==> src/common/fetch_pkg.sv <==
package fetch_pkg;

    // ----------------------------------------
    // fetch line and slot types
    // ----------------------------------------
    typedef logic [31:0]  inst_t;
    typedef logic [127:0] line_t;    // slot 0 in the low word.
    typedef logic [1:0]   slot_t;
    typedef logic [2:0]   count_t;   // 1 to 4 usable slots.
    typedef logic [4:0]   reg_idx_t;
    typedef logic [4:0]   opc_t;     // inst[6:2].

    // 2-bit saturating counter.
    typedef logic [1:0]   ctr_t;

    localparam ctr_t CTR_WEAK_NT = 2'b01;
    localparam ctr_t CTR_MAX     = 2'b11;
    localparam ctr_t CTR_MIN     = 2'b00;

    // ----------------------------------------
    // major opcodes, valid only with inst[1:0] == 11
    // ----------------------------------------
    localparam opc_t OPC_JAL    = 5'b11011;
    localparam opc_t OPC_JALR   = 5'b11001;
    localparam opc_t OPC_BRANCH = 5'b11000;

    localparam int SLOTS    = 4;
    localparam int INST_W   = 32;

    // bus side of the fetch controller.
    typedef enum logic [1:0] {
        IDLE = 2'd0,   // request this cycle.
        BUSY = 2'd1,   // bus cycle open.
        DONE = 2'd2    // bundle held for decode.
    } bus_state_t;

endpackage

==> src/rtl/predecode.sv <==
`timescale 1ns/1ps

module predecode #(
    parameter int PC_W = 64
) (
    input  logic [PC_W-1:0]       i_pc,
    input  fetch_pkg::line_t      i_line,
    input  logic                  i_pred_taken,
    input  logic [PC_W-1:0]       i_jreg_data,
    output fetch_pkg::reg_idx_t   o_jreg_addr,
    output logic                  o_jreg_en,
    output logic [PC_W-1:0]       o_hist_pc,
    output logic                  o_taken,
    output logic [PC_W-1:0]       o_target,
    output fetch_pkg::count_t     o_count
);

    localparam int N = fetch_pkg::SLOTS;
    localparam int W = fetch_pkg::INST_W;

    fetch_pkg::inst_t   slot_inst [N];
    logic [PC_W-1:0]    slot_pc   [N];
    logic [N-1:0]       in_rng;
    logic [N-1:0]       is_jal;
    logic [N-1:0]       is_jalr;
    logic [N-1:0]       is_br;
    logic [N-1:0]       take;
    fetch_pkg::slot_t   start;
    fetch_pkg::slot_t   br_slot;
    fetch_pkg::slot_t   sel;
    fetch_pkg::inst_t   sel_inst;
    logic [PC_W-1:0]    j_imm;
    logic [PC_W-1:0]    b_imm;
    logic [PC_W-1:0]    i_imm;
    logic [PC_W-1:0]    jalr_sum;

    assign start = i_pc[3:2];

    // ----------------------------------------
    // per-slot classify
    // ----------------------------------------
    always_comb begin
        for (int k = 0; k < N; k++) begin
            slot_inst[k] = i_line[k*W +: W];
            slot_pc[k]   = {i_pc[PC_W-1:4], fetch_pkg::slot_t'(k), 2'b00};
            in_rng[k]    = fetch_pkg::slot_t'(k) >= start;
            is_jal[k]    = (slot_inst[k][1:0] == 2'b11) &&
                           (slot_inst[k][6:2] == fetch_pkg::OPC_JAL);
            is_jalr[k]   = (slot_inst[k][1:0] == 2'b11) &&
                           (slot_inst[k][6:2] == fetch_pkg::OPC_JALR);
            is_br[k]     = (slot_inst[k][1:0] == 2'b11) &&
                           (slot_inst[k][6:2] == fetch_pkg::OPC_BRANCH);
        end
    end

    // first branch in range gets the history lookup.
    always_comb begin
        br_slot = '0;
        for (int k = N - 1; k >= 0; k--) begin
            if (in_rng[k] && is_br[k]) begin
                br_slot = fetch_pkg::slot_t'(k);
            end
        end
    end

    assign o_hist_pc = slot_pc[br_slot];

    always_comb begin
        for (int k = 0; k < N; k++) begin
            take[k] = in_rng[k] && (is_jal[k] || is_jalr[k] ||
                      (is_br[k] && br_slot == fetch_pkg::slot_t'(k) && i_pred_taken));
        end
    end

    // lowest taken slot wins.
    always_comb begin
        sel = '0;
        for (int k = N - 1; k >= 0; k--) begin
            if (take[k]) sel = fetch_pkg::slot_t'(k);
        end
    end

    assign o_taken  = |take;
    assign sel_inst = slot_inst[sel];

    // ----------------------------------------
    // immediates and target
    // ----------------------------------------
    assign j_imm = {{(PC_W-20){sel_inst[31]}}, sel_inst[19:12], sel_inst[20],
                    sel_inst[30:21], 1'b0};
    assign b_imm = {{(PC_W-12){sel_inst[31]}}, sel_inst[7], sel_inst[30:25],
                    sel_inst[11:8], 1'b0};
    assign i_imm = {{(PC_W-12){sel_inst[31]}}, sel_inst[31:20]};

    assign jalr_sum = i_jreg_data + i_imm;

    always_comb begin
        if (is_jalr[sel])     o_target = {jalr_sum[PC_W-1:1], 1'b0};
        else if (is_jal[sel]) o_target = slot_pc[sel] + j_imm;
        else                  o_target = slot_pc[sel] + b_imm;
    end

    assign o_jreg_addr = sel_inst[19:15];        // rs1.
    assign o_jreg_en   = o_taken && is_jalr[sel];

    // start slot through taken slot, else through slot 3.
    assign o_count = o_taken ? ({1'b0, sel} - {1'b0, start} + 3'd1)
                             : (3'd4 - {1'b0, start});

endmodule

==> src/rtl/branch_hist.sv <==
`timescale 1ns/1ps

module branch_hist #(
    parameter int PC_W       = 64,
    parameter int HIST_IDX_W = 4
) (
    input  logic              clk,
    input  logic              i_arst_n,
    input  logic [PC_W-1:0]   i_lookup_pc,
    input  logic              i_bru_valid,
    input  logic [PC_W-1:0]   i_bru_pc,
    input  logic              i_bru_taken,
    output logic              o_pred_taken
);

    localparam int ENTRIES = 2 ** HIST_IDX_W;

    fetch_pkg::ctr_t         table_q [ENTRIES];
    logic                    upd_vld_q;
    logic                    upd_taken_q;
    logic [HIST_IDX_W-1:0]   upd_idx_q;
    logic [HIST_IDX_W-1:0]   lk_idx;

    assign lk_idx       = i_lookup_pc[HIST_IDX_W+1:2];
    assign o_pred_taken = table_q[lk_idx][1];  // upper bit.

    // resolve is staged one cycle before the write.
    always_ff @(posedge clk or negedge i_arst_n) begin
        if (!i_arst_n) begin
            upd_vld_q <= 1'b0;
        end else begin
            upd_vld_q <= i_bru_valid;
        end
    end

    always_ff @(posedge clk) begin
        upd_idx_q   <= i_bru_pc[HIST_IDX_W+1:2];
        upd_taken_q <= i_bru_taken;
    end

    always_ff @(posedge clk or negedge i_arst_n) begin
        if (!i_arst_n) begin
            for (int i = 0; i < ENTRIES; i++) table_q[i] <= fetch_pkg::CTR_WEAK_NT;
        end else if (upd_vld_q) begin
            if (upd_taken_q && table_q[upd_idx_q] != fetch_pkg::CTR_MAX)
                table_q[upd_idx_q] <= table_q[upd_idx_q] + 2'd1;
            else if (!upd_taken_q && table_q[upd_idx_q] != fetch_pkg::CTR_MIN)
                table_q[upd_idx_q] <= table_q[upd_idx_q] - 2'd1;
        end
    end

endmodule

==> src/rtl/wb_fetch_master.sv <==
`timescale 1ns/1ps

module wb_fetch_master #(
    parameter int PC_W = 64
) (
    input  logic               clk,
    input  logic               i_arst_n,
    input  logic               i_req,
    input  logic [PC_W-1:0]    i_req_adr,
    input  fetch_pkg::line_t   i_wb_dat,
    input  logic               i_wb_ack,
    output logic               o_wb_cyc,
    output logic               o_wb_stb,
    output logic [PC_W-1:0]    o_wb_adr,
    output logic               o_line_strobe,
    output fetch_pkg::line_t   o_line
);

    logic               cyc_q;
    logic               strobe_q;
    logic [PC_W-1:0]    adr_q;
    fetch_pkg::line_t   line_q;
    logic               start;
    logic               finish;

    assign start  = i_req && !cyc_q;
    assign finish = cyc_q && i_wb_ack;

    // ----------------------------------------
    // classic single read
    // ----------------------------------------
    always_ff @(posedge clk or negedge i_arst_n) begin
        if (!i_arst_n) begin
            cyc_q    <= 1'b0;
            strobe_q <= 1'b0;
        end else begin
            strobe_q <= finish;          // one pulse after ack.
            if (finish) cyc_q <= 1'b0;
            else if (start) cyc_q <= 1'b1;
        end
    end

    always_ff @(posedge clk) begin
        if (start) adr_q <= {i_req_adr[PC_W-1:4], 4'b0000};
        if (finish) line_q <= i_wb_dat;
    end

    // cyc and stb move as one.
    assign o_wb_cyc      = cyc_q;
    assign o_wb_stb      = cyc_q;
    assign o_wb_adr      = adr_q;
    assign o_line_strobe = strobe_q;
    assign o_line        = line_q;

endmodule

==> src/pc_ctrl/pc_ctrl.sv <==
`timescale 1ns/1ps

module pc_ctrl #(
    parameter int              PC_W     = 64,
    parameter logic [PC_W-1:0] RESET_PC = 'h1000
) (
    input  logic                  clk,
    input  logic                  i_arst_n,
    input  logic                  i_line_strobe,
    input  fetch_pkg::line_t      i_line,
    input  logic                  i_taken,
    input  logic [PC_W-1:0]       i_target,
    input  fetch_pkg::count_t     i_count,
    input  logic                  i_fetch_ready,
    input  logic                  i_dec_redirect,
    input  logic [PC_W-1:0]       i_dec_pc,
    input  logic                  i_trap_redirect,
    input  logic [PC_W-1:0]       i_trap_pc,
    output logic                  o_req,
    output logic [PC_W-1:0]       o_req_adr,
    output logic [PC_W-1:0]       o_pc,
    output logic                  o_fetch_valid,
    output logic [PC_W-1:0]       o_fetch_pc,
    output fetch_pkg::line_t      o_fetch_line,
    output fetch_pkg::count_t     o_fetch_count
);

    fetch_pkg::bus_state_t state_q;
    logic [PC_W-1:0]       pc_q;
    logic                  pend_vld_q;
    logic                  pend_trap_q;
    logic [PC_W-1:0]       pend_pc_q;
    logic [PC_W-1:0]       fetch_pc_q;
    fetch_pkg::line_t      line_q;
    logic                  redir_now;
    logic                  redir_any;
    logic [PC_W-1:0]       seq_pc;
    logic [PC_W-1:0]       next_pc;

    assign redir_now = i_trap_redirect | i_dec_redirect;
    assign redir_any = pend_vld_q | redir_now;
    assign seq_pc    = {pc_q[PC_W-1:4] + 1'b1, 4'b0000}; // next aligned line.

    // ----------------------------------------
    // next pc priority
    // ----------------------------------------
    always_comb begin
        if (pend_vld_q)           next_pc = pend_pc_q;  // trap already beats dec here.
        else if (i_trap_redirect) next_pc = i_trap_pc;
        else if (i_dec_redirect)  next_pc = i_dec_pc;
        else if (i_taken)         next_pc = i_target;
        else                      next_pc = seq_pc;
    end

    always_ff @(posedge clk or negedge i_arst_n) begin
        if (!i_arst_n) begin
            state_q     <= fetch_pkg::IDLE;
            pc_q        <= RESET_PC;
            pend_vld_q  <= 1'b0;
            pend_trap_q <= 1'b0;
            line_q      <= '0;
        end else begin
            case (state_q)
                fetch_pkg::IDLE: begin
                    if (redir_now) pc_q <= next_pc; // retarget before the bus opens.
                    else state_q <= fetch_pkg::BUSY;
                end
                fetch_pkg::BUSY: begin
                    if (i_line_strobe) begin
                        pend_vld_q  <= 1'b0;
                        pend_trap_q <= 1'b0;
                        if (redir_any) begin
                            pc_q    <= next_pc;     // line dropped.
                            state_q <= fetch_pkg::IDLE;
                        end else begin
                            line_q  <= i_line;
                            state_q <= fetch_pkg::DONE;
                        end
                    end else if (i_trap_redirect) begin
                        pend_vld_q  <= 1'b1;
                        pend_trap_q <= 1'b1;
                    end else if (i_dec_redirect && !pend_trap_q) begin
                        pend_vld_q  <= 1'b1;
                    end
                end
                fetch_pkg::DONE: begin
                    if (i_fetch_ready || redir_now) begin
                        pc_q    <= next_pc;
                        state_q <= fetch_pkg::IDLE;
                    end
                end
                default: state_q <= fetch_pkg::IDLE;
            endcase
        end
    end

    // pending target, same priority as the flags above.
    always_ff @(posedge clk) begin
        if (state_q == fetch_pkg::BUSY && !i_line_strobe) begin
            if (i_trap_redirect) pend_pc_q <= i_trap_pc;
            else if (i_dec_redirect && !pend_trap_q) pend_pc_q <= i_dec_pc;
        end
        if (state_q == fetch_pkg::BUSY && i_line_strobe && !redir_any) fetch_pc_q <= pc_q;
    end

    assign o_req         = (state_q == fetch_pkg::IDLE) && !redir_now;
    assign o_req_adr     = {pc_q[PC_W-1:4], 4'b0000};
    assign o_pc          = pc_q;   // equals the bundle pc while valid.
    assign o_fetch_valid = (state_q == fetch_pkg::DONE);
    assign o_fetch_pc    = fetch_pc_q;
    assign o_fetch_line  = line_q;
    assign o_fetch_count = i_count;

endmodule

==> src/rtl/fetch_top.sv <==
`timescale 1ns/1ps

module fetch_top #(
    parameter int              PC_W       = 64,
    parameter logic [PC_W-1:0] RESET_PC   = 'h1000,
    parameter int              HIST_IDX_W = 4
) (
    input  logic                      clk,
    input  logic                      i_arst_n,
    // wishbone classic master.
    output logic                      o_wb_cyc,
    output logic                      o_wb_stb,
    output logic [PC_W-1:0]           o_wb_adr,
    input  fetch_pkg::line_t          i_wb_dat,
    input  logic                      i_wb_ack,
    // bundle to decode.
    output logic                      o_fetch_valid,
    input  logic                      i_fetch_ready,
    output logic [PC_W-1:0]           o_fetch_pc,
    output fetch_pkg::line_t          o_fetch_line,
    output fetch_pkg::count_t         o_fetch_count,
    // redirects.
    input  logic                      i_dec_redirect,
    input  logic [PC_W-1:0]           i_dec_pc,
    input  logic                      i_trap_redirect,
    input  logic [PC_W-1:0]           i_trap_pc,
    // register file read for jalr.
    output fetch_pkg::reg_idx_t       o_jreg_addr,
    output logic                      o_jreg_en,
    input  logic [PC_W-1:0]           i_jreg_data,
    // branch resolve.
    input  logic                      i_bru_valid,
    input  logic [PC_W-1:0]           i_bru_pc,
    input  logic                      i_bru_taken
);

    logic                  req;
    logic [PC_W-1:0]       req_adr;
    logic                  line_strobe;
    fetch_pkg::line_t      line;
    logic [PC_W-1:0]       pc;
    logic                  taken;
    logic [PC_W-1:0]       target;
    fetch_pkg::count_t     count;
    logic [PC_W-1:0]       hist_pc;
    logic                  pred_taken;

    pc_ctrl #(
        .PC_W     (PC_W),
        .RESET_PC (RESET_PC)
    ) u_pc_ctrl (
        .clk             (clk),
        .i_arst_n        (i_arst_n),
        .i_line_strobe   (line_strobe),
        .i_line          (line),
        .i_taken         (taken),
        .i_target        (target),
        .i_count         (count),
        .i_fetch_ready   (i_fetch_ready),
        .i_dec_redirect  (i_dec_redirect),
        .i_dec_pc        (i_dec_pc),
        .i_trap_redirect (i_trap_redirect),
        .i_trap_pc       (i_trap_pc),
        .o_req           (req),
        .o_req_adr       (req_adr),
        .o_pc            (pc),
        .o_fetch_valid   (o_fetch_valid),
        .o_fetch_pc      (o_fetch_pc),
        .o_fetch_line    (o_fetch_line),
        .o_fetch_count   (o_fetch_count)
    );

    // scans the held bundle.
    predecode #(.PC_W(PC_W)) u_predecode (
        .i_pc         (pc),
        .i_line       (o_fetch_line),
        .i_pred_taken (pred_taken),
        .i_jreg_data  (i_jreg_data),
        .o_jreg_addr  (o_jreg_addr),
        .o_jreg_en    (o_jreg_en),
        .o_hist_pc    (hist_pc),
        .o_taken      (taken),
        .o_target     (target),
        .o_count      (count)
    );

    branch_hist #(
        .PC_W       (PC_W),
        .HIST_IDX_W (HIST_IDX_W)
    ) u_branch_hist (
        .clk          (clk),
        .i_arst_n     (i_arst_n),
        .i_lookup_pc  (hist_pc),
        .i_bru_valid  (i_bru_valid),
        .i_bru_pc     (i_bru_pc),
        .i_bru_taken  (i_bru_taken),
        .o_pred_taken (pred_taken)
    );

    wb_fetch_master #(.PC_W(PC_W)) u_wb_fetch_master (
        .clk           (clk),
        .i_arst_n      (i_arst_n),
        .i_req         (req),
        .i_req_adr     (req_adr),
        .i_wb_dat      (i_wb_dat),
        .i_wb_ack      (i_wb_ack),
        .o_wb_cyc      (o_wb_cyc),
        .o_wb_stb      (o_wb_stb),
        .o_wb_adr      (o_wb_adr),
        .o_line_strobe (line_strobe),
        .o_line        (line)
    );

endmodule

==> config.mk <==
export PLATFORM = sky130hd
export DESIGN_NAME = fetch_top
export DESIGN_NICKNAME = d
export VERILOG_FILES = /design/src/common/fetch_pkg.sv /design/src/rtl/predecode.sv /design/src/rtl/branch_hist.sv /design/src/rtl/wb_fetch_master.sv /design/src/pc_ctrl/pc_ctrl.sv /design/src/rtl/fetch_top.sv
export SDC_FILE = /design/constraint.sdc
export NUM_CORES = 1
export LEC_CHECK = 0
export ABC_AREA = 0
export BUFFER_PORTS_ARGS = -buffer_cell sky130_fd_sc_hd__clkbuf_2
export CORE_ASPECT_RATIO = 1.75
export CORE_MARGIN = 2
export CORE_UTILIZATION = 51
export DETAILED_ROUTE_END_ITERATION = 16
export PLACE_DENSITY = 0.78
export RECOVER_POWER = 50
export SYNTH_ARGS = -nofsm -noshare
export SYNTH_HDL_FRONTEND = slang
export SYNTH_HIERARCHICAL = 1
export SYNTH_SLANG_ARGS = --single-unit
==> constraint.sdc <==
create_clock -name clk -period 8.3 [get_ports clk]
set_input_delay 0.83 -clock clk [delete_from_list [all_inputs] [get_ports clk]]
set_output_delay 0.83 -clock clk [all_outputs]
set_load 0.005 [all_outputs]
Word-level counts from Yosys, hierarchy flattened
Cells that the tools add are included.
{"block": "totals", "ramBits": 0, "elab_cells": 213, "rom_bits": 0, "latch_bits": 0, "output_inout_bits": 268, "reg_bits": 552, "n_memories": 0, "in_bits": 392}
{"block": "classes", "n_reduce_logical": 71, "mux": 59, "addsub": 9, "n_shift": 0, "mul": 0, "n_lt_le_gt_ge": 10, "n_div": 0, "n_bitwise": 7, "eq_ne": 27}
{"operator": "2-to-1 mux 64 bit", "count": 14}
{"operator": "binary-select mux 64 bit (select 2 bit)", "count": 2}
{"operator": "adder 64 bit", "count": 3}
{"operator": "case mux 64 bit (3 select lines)", "count": 1}
{"operator": "2-to-1 mux 32 bit", "count": 4}
{"operator": "binary-select mux 32 bit (select 2 bit)", "count": 1}
{"operator": "bitwise mux 32 bit", "count": 2}
{"operator": "adder 60 x 1 -> 60 bit (second input constant)", "count": 1}
{"operator": "equality test 5 bit (second input constant)", "count": 12}
{"operator": "logical AND 1 bit", "count": 39}
{"operator": "2-to-1 mux 2 bit", "count": 17}
{"operator": "binary-select mux 2 bit (select 4 bit)", "count": 2}
{"operator": "equality test 2 bit (second input constant)", "count": 7}
{"operator": "2-to-1 mux 6 bit", "count": 2}
{"operator": ">= comparator 5 bit (second input constant)", "count": 2}
{"operator": "inverter 4 -> 5 bit", "count": 2}
{"operator": "nonzero test 2 bit", "count": 5}
{"operator": "logical OR 1 bit", "count": 9}
{"operator": "2-to-1 mux 1 bit", "count": 9}
{"operator": "demux 2 bit (select 4 bit)", "count": 1}
{"operator": "!= test 2 x 1 -> 1 bit (second input constant)", "count": 4}
{"operator": "AND reduction 2 bit", "count": 4}
{"operator": ">= comparator 3 bit (second input constant)", "count": 2}
{"operator": "logical NOT 1 bit", "count": 6}
{"operator": "22 further kinds", "count": 32}

Logic depth before layout (Yosys ltp)
{"block": "depth", "word_depth": 36, "ltp_mapped": 39}

By module
Netlist, hierarchy kept.
{"mod": "pc_ctrl", "cells_each": 1398, "seq_area_each_um2": 8749.6, "n_inst": 1, "area_per_inst_um2": 15884.0}
{"mod": "predecode", "cells_each": 1482, "seq_area_each_um2": 0.0, "n_inst": 1, "area_per_inst_um2": 9585.4}
{"mod": "wb_fetch_master", "cells_each": 200, "seq_area_each_um2": 5695.5, "n_inst": 1, "area_per_inst_um2": 5764.3}
{"mod": "branch_hist", "cells_each": 149, "seq_area_each_um2": 945.9, "n_inst": 1, "area_per_inst_um2": 2159.6}

Worst setup path after synthesis
OpenSTA, ideal clock, no wires.
{"block": "synth_timing", "path_type": "reg-to-reg", "start": "reg u_pc_ctrl.pc_q[3], in the netlist u_pc_ctrl/o_pc[3]", "end": "reg u_pc_ctrl.pc_q[63], in the netlist u_pc_ctrl/o_pc[63]", "stages_incl_launch_ff": 35, "path_slack_ns": 0.142, "arrival_ns": 8.080, "path_buffers": 1, "path_cell_list": "dfrtp_1 > inv_1 > ha_1 > nor2b_1 > and4b_4 > a41oi_1 > nor2_1 > mux4_2 > mux2i_1 > mux2i_1 > o21ai_2 > or3_4 > a211oi_1 > o21ai_1 > inv_2 > buf_1 > o21ai_0 > inv_1 > ha_1 > a21o_1 > a21o_1 > a21o_1 > a221oi_1 > nand4b_1 > a21bo_2 > a21boi_1 > o21ai_0 > xnor2_1 > mux2i_1 > xnor2_1 > nor3b_1 > o21ai_0 > o21ai_0 > a31o_2 > a21oi_1"}
{"block": "synth_via", "elab_chain_cells": 35, "word_cells_on_any_way": 70, "classes_between": "add/sub: 3; order compare: 4; eq/ne: 3; mux: 35; bitwise: 3; reduce/logical: 22"}
{"item": "from (decl)", "line_no": "pc_ctrl.sv:29", "rtl": "logic [PC_W-1:0] pc_q;"}
{"item": "from (signal assigned)", "line_no": "pc_ctrl.sv:65", "rtl": "if (redir_now) pc_q <= next_pc;"}
{"item": "from (signal assigned)", "line_no": "pc_ctrl.sv:73", "rtl": "pc_q <= next_pc;"}
{"item": "from (signal assigned)", "line_no": "pc_ctrl.sv:88", "rtl": "pc_q <= next_pc;"}
{"item": ">= comparator 2 bit", "line_no": "predecode.sv:46", "rtl": "in_rng[k] = fetch_pkg::slot_t'(k) >= start;"}
{"item": "logical AND 1 bit", "line_no": "predecode.sv:60", "rtl": "if (in_rng[k] && is_br[k]) begin"}
{"item": "2-to-1 mux 2 bit (3 in a row)", "line_no": "predecode.sv:60"}
{"item": "2-to-1 mux 2 bit (*)", "line_no": "predecode.sv:60"}
{"item": "inverter 2 -> 3 bit (not written as such) (*)", "line_no": "predecode.sv:66", "rtl": "assign o_hist_pc = slot_pc[br_slot];"}
{"item": "binary-select mux 64 bit (select 2 bit) (*)", "line_no": "predecode.sv:66"}
{"item": "2-to-1 mux 6 bit (not written as such) (*) (2 in a row)", "line_no": "predecode.sv:66"}
{"item": "named net hist_pc[2]", "line_no": "fetch_top.sv:45", "rtl": "logic [PC_W-1:0] hist_pc;"}
{"item": "[4 not listed]"}
{"item": "named net pred_taken", "line_no": "fetch_top.sv:46", "rtl": "logic pred_taken;"}
{"item": "[14 not listed]"}
{"item": "named net target[63]", "line_no": "fetch_top.sv:43", "rtl": "logic [PC_W-1:0] target;"}
{"item": "2-to-1 mux 64 bit (*)", "line_no": "pc_ctrl.sv:51", "rtl": "else if (i_taken) next_pc = i_target;"}
{"item": "2-to-1 mux 64 bit (*)", "line_no": "pc_ctrl.sv:50", "rtl": "else if (i_dec_redirect) next_pc = i_dec_pc;"}
{"item": "2-to-1 mux 64 bit (*)", "line_no": "pc_ctrl.sv:49", "rtl": "else if (i_trap_redirect) next_pc = i_trap_pc;"}
{"item": "2-to-1 mux 64 bit (*)", "line_no": "pc_ctrl.sv:48", "rtl": "if (pend_vld_q) next_pc = pend_pc_q;"}
{"item": "2-to-1 mux 64 bit", "line_no": "pc_ctrl.sv:72", "rtl": "if (redir_any) begin"}
{"item": "2-to-1 mux 64 bit", "line_no": "pc_ctrl.sv:69", "rtl": "if (i_line_strobe) begin"}
{"item": "case mux 64 bit (3 select lines) (*)", "line_no": "pc_ctrl.sv:63", "rtl": "case (state_q)"}
The timed path passes the listed nets; every way through them passes the cells marked *. The select of a mux whose other input is x is not followed.
A chain may end at the register's enable or synchronous reset.

Final worst setup path
Ends and elaborated chain as after synthesis.

==> run summary <==
* -83.1 ps — placement-stage worst setup slack
* 32,900 um2 — cell area after synthesis
* 0 — Maximum Capacitance Violations
* 6.22 — number of vias per cell after detailed routing
* 25.8 um — wire length per cell after detailed routing
* 8610 ps — data arrival time of the worst path
* 196 um — Die Span X
* 2,454 — count of routing violations after the opening detailed-route iteration
* 10.4 um2 — synthesized area divided by synthesized cell count
* 115 — largest net degree at the start of global routing
* 18 — initial antenna violation count
* 0 — Final setup viols
* 37,400 um2 — total cell area at the placement stage
* 0.317 — share of cells above drive strength 1
* 0.536 — part of the total power dissipated in combinational logic
* 8.78 mW — Internal Dissipation
* 260 ps — flop2flop setup slack
* 0 — global route overflow
* 92,100 um — HPWL reported at the end of detailed placement
* 6 — First-pass DRT Iterations
* 66,700 um2 — total die area
* 0.152 — clock power share
* 70 ps — Clock transition at path regs
* 124 MHz — Achievable Freq
* 4,330 — final-stage net count
* 8040 ps — Period minus WS final
* 42 — Worst Reg-to-Reg Cells
* register — launching element type of the critical path
* 17.3 nW — leakage power total
* 0 — DRC violation count after routing
* 8870 ps — Worst Path Required
* 50 — cts bufs inserted
* clkbuf_2 — leading cell type in the layout, fill and taps excluded
* 660 — I/O pin count
* 0.000335 V — VDD IR-drop max
* 0 — Post-CTS Hold Buffers
* yes — RSZ-0062 raised after global routing
* 595 — count of input and output buffers
* 650 ps — clock latency on the worst-skew pair
* 33 — maximum fanout encountered on the critical timing path
* 121,000 um — DRT Wirelength
* register — category of the worst setup path capture point
* 3,164 — post-synthesis instance total
* complete, no violations — outcome
* 290 ps — hold_ws
* 64,000 um2 — core outline area
* 1180 ps — transition at the pin with the smallest max-transition slack
* 19.6% — area grow syn2layout
* 0 ps — setup TNS
* 0.353 — global-route total usage across every layer
* 550 ps — delay of the slowest cell on the worst path
* yes — clock tree from TritonCTS
* u_pc_ctrl/o_pc[63] — endpoint of the worst register-to-register path
* 0.443 — switching portion of total power
* 6.97 mW — Sw Pwr
* reg -> reg — category of the critical setup timing path
* 400 nW/um2 — power density over the cells
* 0.312 — Reg power frac
* 29.3k — via count of the first global-routing pass
* mux4_2 — CP max stage cell
* 29.1k — vias post-DR
* 176,000 um — first-pass GRT wire length
* 0.209 — worst slew margin relative to its limit
* u_pc_ctrl/o_pc[3] — Critical R2R Launch
* 0.969 — share of the cycle needed by the critical path after routing
* 0 — number of routed nets with antenna violations
* in -> async — class of the tightest hold or removal check
* 2 — Clock H-tree levels
* 0 — Max Slew Vio Count
* 340 um — height of the die
* clkbuf_2 (575), nand2_1 (317), edfxtp_1 (316), a21oi_1 (234), buf_4 (217) — top library cells by usage in the layout, fill and taps aside
* clkbuf_16 — Clock Root Buffer
* 123 — # rows
* 39,400 um2 — Post-Layout Inst Area
* 0 — hold violation count in the final report
* 260 ps — setup slack of the critical path after layout
* 0.988 — placer's final routability congestion estimate
* buf_4 — Most common cell on crit path
* 3 — largest buffer count on any clock path
* 552 — clk sink count
* 0.514 — initial core utilization
* 35.9 ps — Clock Skew
* 6 — yosys synthesis warning count
[repair_timing]
| item | in CTS | in global routing |
|---|---|---|
| resized for setup | 3 | 40 |
| buffers inserted | 0 | 7 |
| endpoints found under the hold margin | 0 | 0 |
| pin swaps | 0 | 10 |
| endpoints found under the setup margin | 1 | 23 |
[worst max-delay path by stage]
stage / start / end / slack (ps) / cells after the start
detailed placement: u_pc_ctrl/o_pc[3] / u_pc_ctrl/o_pc[63] / -80 / 42
floorplan: u_pc_ctrl/o_pc[3] / u_pc_ctrl/o_pc[35] / 140 / 34
finish: u_pc_ctrl/o_pc[3] / u_pc_ctrl/o_pc[63] / 260 / 42
CTS: u_pc_ctrl/o_pc[2] / u_pc_ctrl/o_pc[63] / 40 / 41
global route: u_pc_ctrl/o_pc[3] / u_pc_ctrl/o_pc[63] / -140 / 42
global placement: u_pc_ctrl/o_pc[3] / u_pc_ctrl/o_pc[63] / 40 / 40
[layer usage]
layer / global-route usage / up-vias / wire, um / part of all wire
met4: 0.307 / 6 / 11700 / 0.097
li1: - / 13049 / - / -
met2: 0.633 / 1695 / 61900 / 0.51
met3: 0.0707 / 512 / 9370 / 0.078
met5: 0 / - / 34 / 0.00028
met1: 0.344 / 13817 / 37700 / 0.31
[power by group through the flow]
| stage | logic (mW) | registers (mW) | clock network [mW] |
|---|---|---|---|
| 5_1_grt | 9.01 | 4.98 | 2.50 |
| 2_1_floorplan | 5.16 | 4.48 | 0 |
| 3_5_place_dp | 8.09 | 4.93 | 0 |
| 4_1_cts | 8.15 | 4.89 | 2.41 |
| 6_report | 8.44 | 4.92 | 2.39 |
| 3_3_place_gp | 7.97 | 4.91 | 0 |
[sequential cells by signal, indices dropped and copies added (netlist names), 2 cells and up, named ones only]
register and count:
u_pc_ctrl/o_fetch_line 128, u_wb_fetch_master/o_wb_adr 60, u_pc_ctrl/o_fetch_pc 64, u_pc_ctrl/pend_pc_q 64, u_branch_hist/upd_idx_q 4, u_branch_hist/table_q 16, u_pc_ctrl/o_pc 64, u_pc_ctrl/state_q 2
u_wb_fetch_master/o_line 128
[critical path: cells and delay by family, from the launching register on]
kind                       cells  cell delay, ps
buffers and inverters         12            1960
adders and majority gates      2             460
xor gates and xnor gates       2             540
muxes                          4             920
DFF                            1             500
AOI/OAI and AO/OA             15            2610
and+or+nand+nor                7             960
[stage by stage]
stage          cells  total power [mW]  utilization
2_1_floorplan   3167              9.64            -
3_3_place_gp    4557              12.9        0.585
3_5_place_dp    4557              13.0        0.585
4_1_cts         4651              15.4        0.611
5_1_grt         4672              16.5        0.615
6_report        4674              15.8        0.615
[final cells by class]
type                    instances  area [um2]
fillers                      5351       24700
diodes                         16        40.0
flip-flops and latches        552       15400
well taps                     812        1020
clock inverters                29         320
repair buffers                817        4700
inverters                     108         413
multi-input cells            2275       16100
clock buffers                  65        1350
Note: power is estimated with default switching activity, not from simulation.
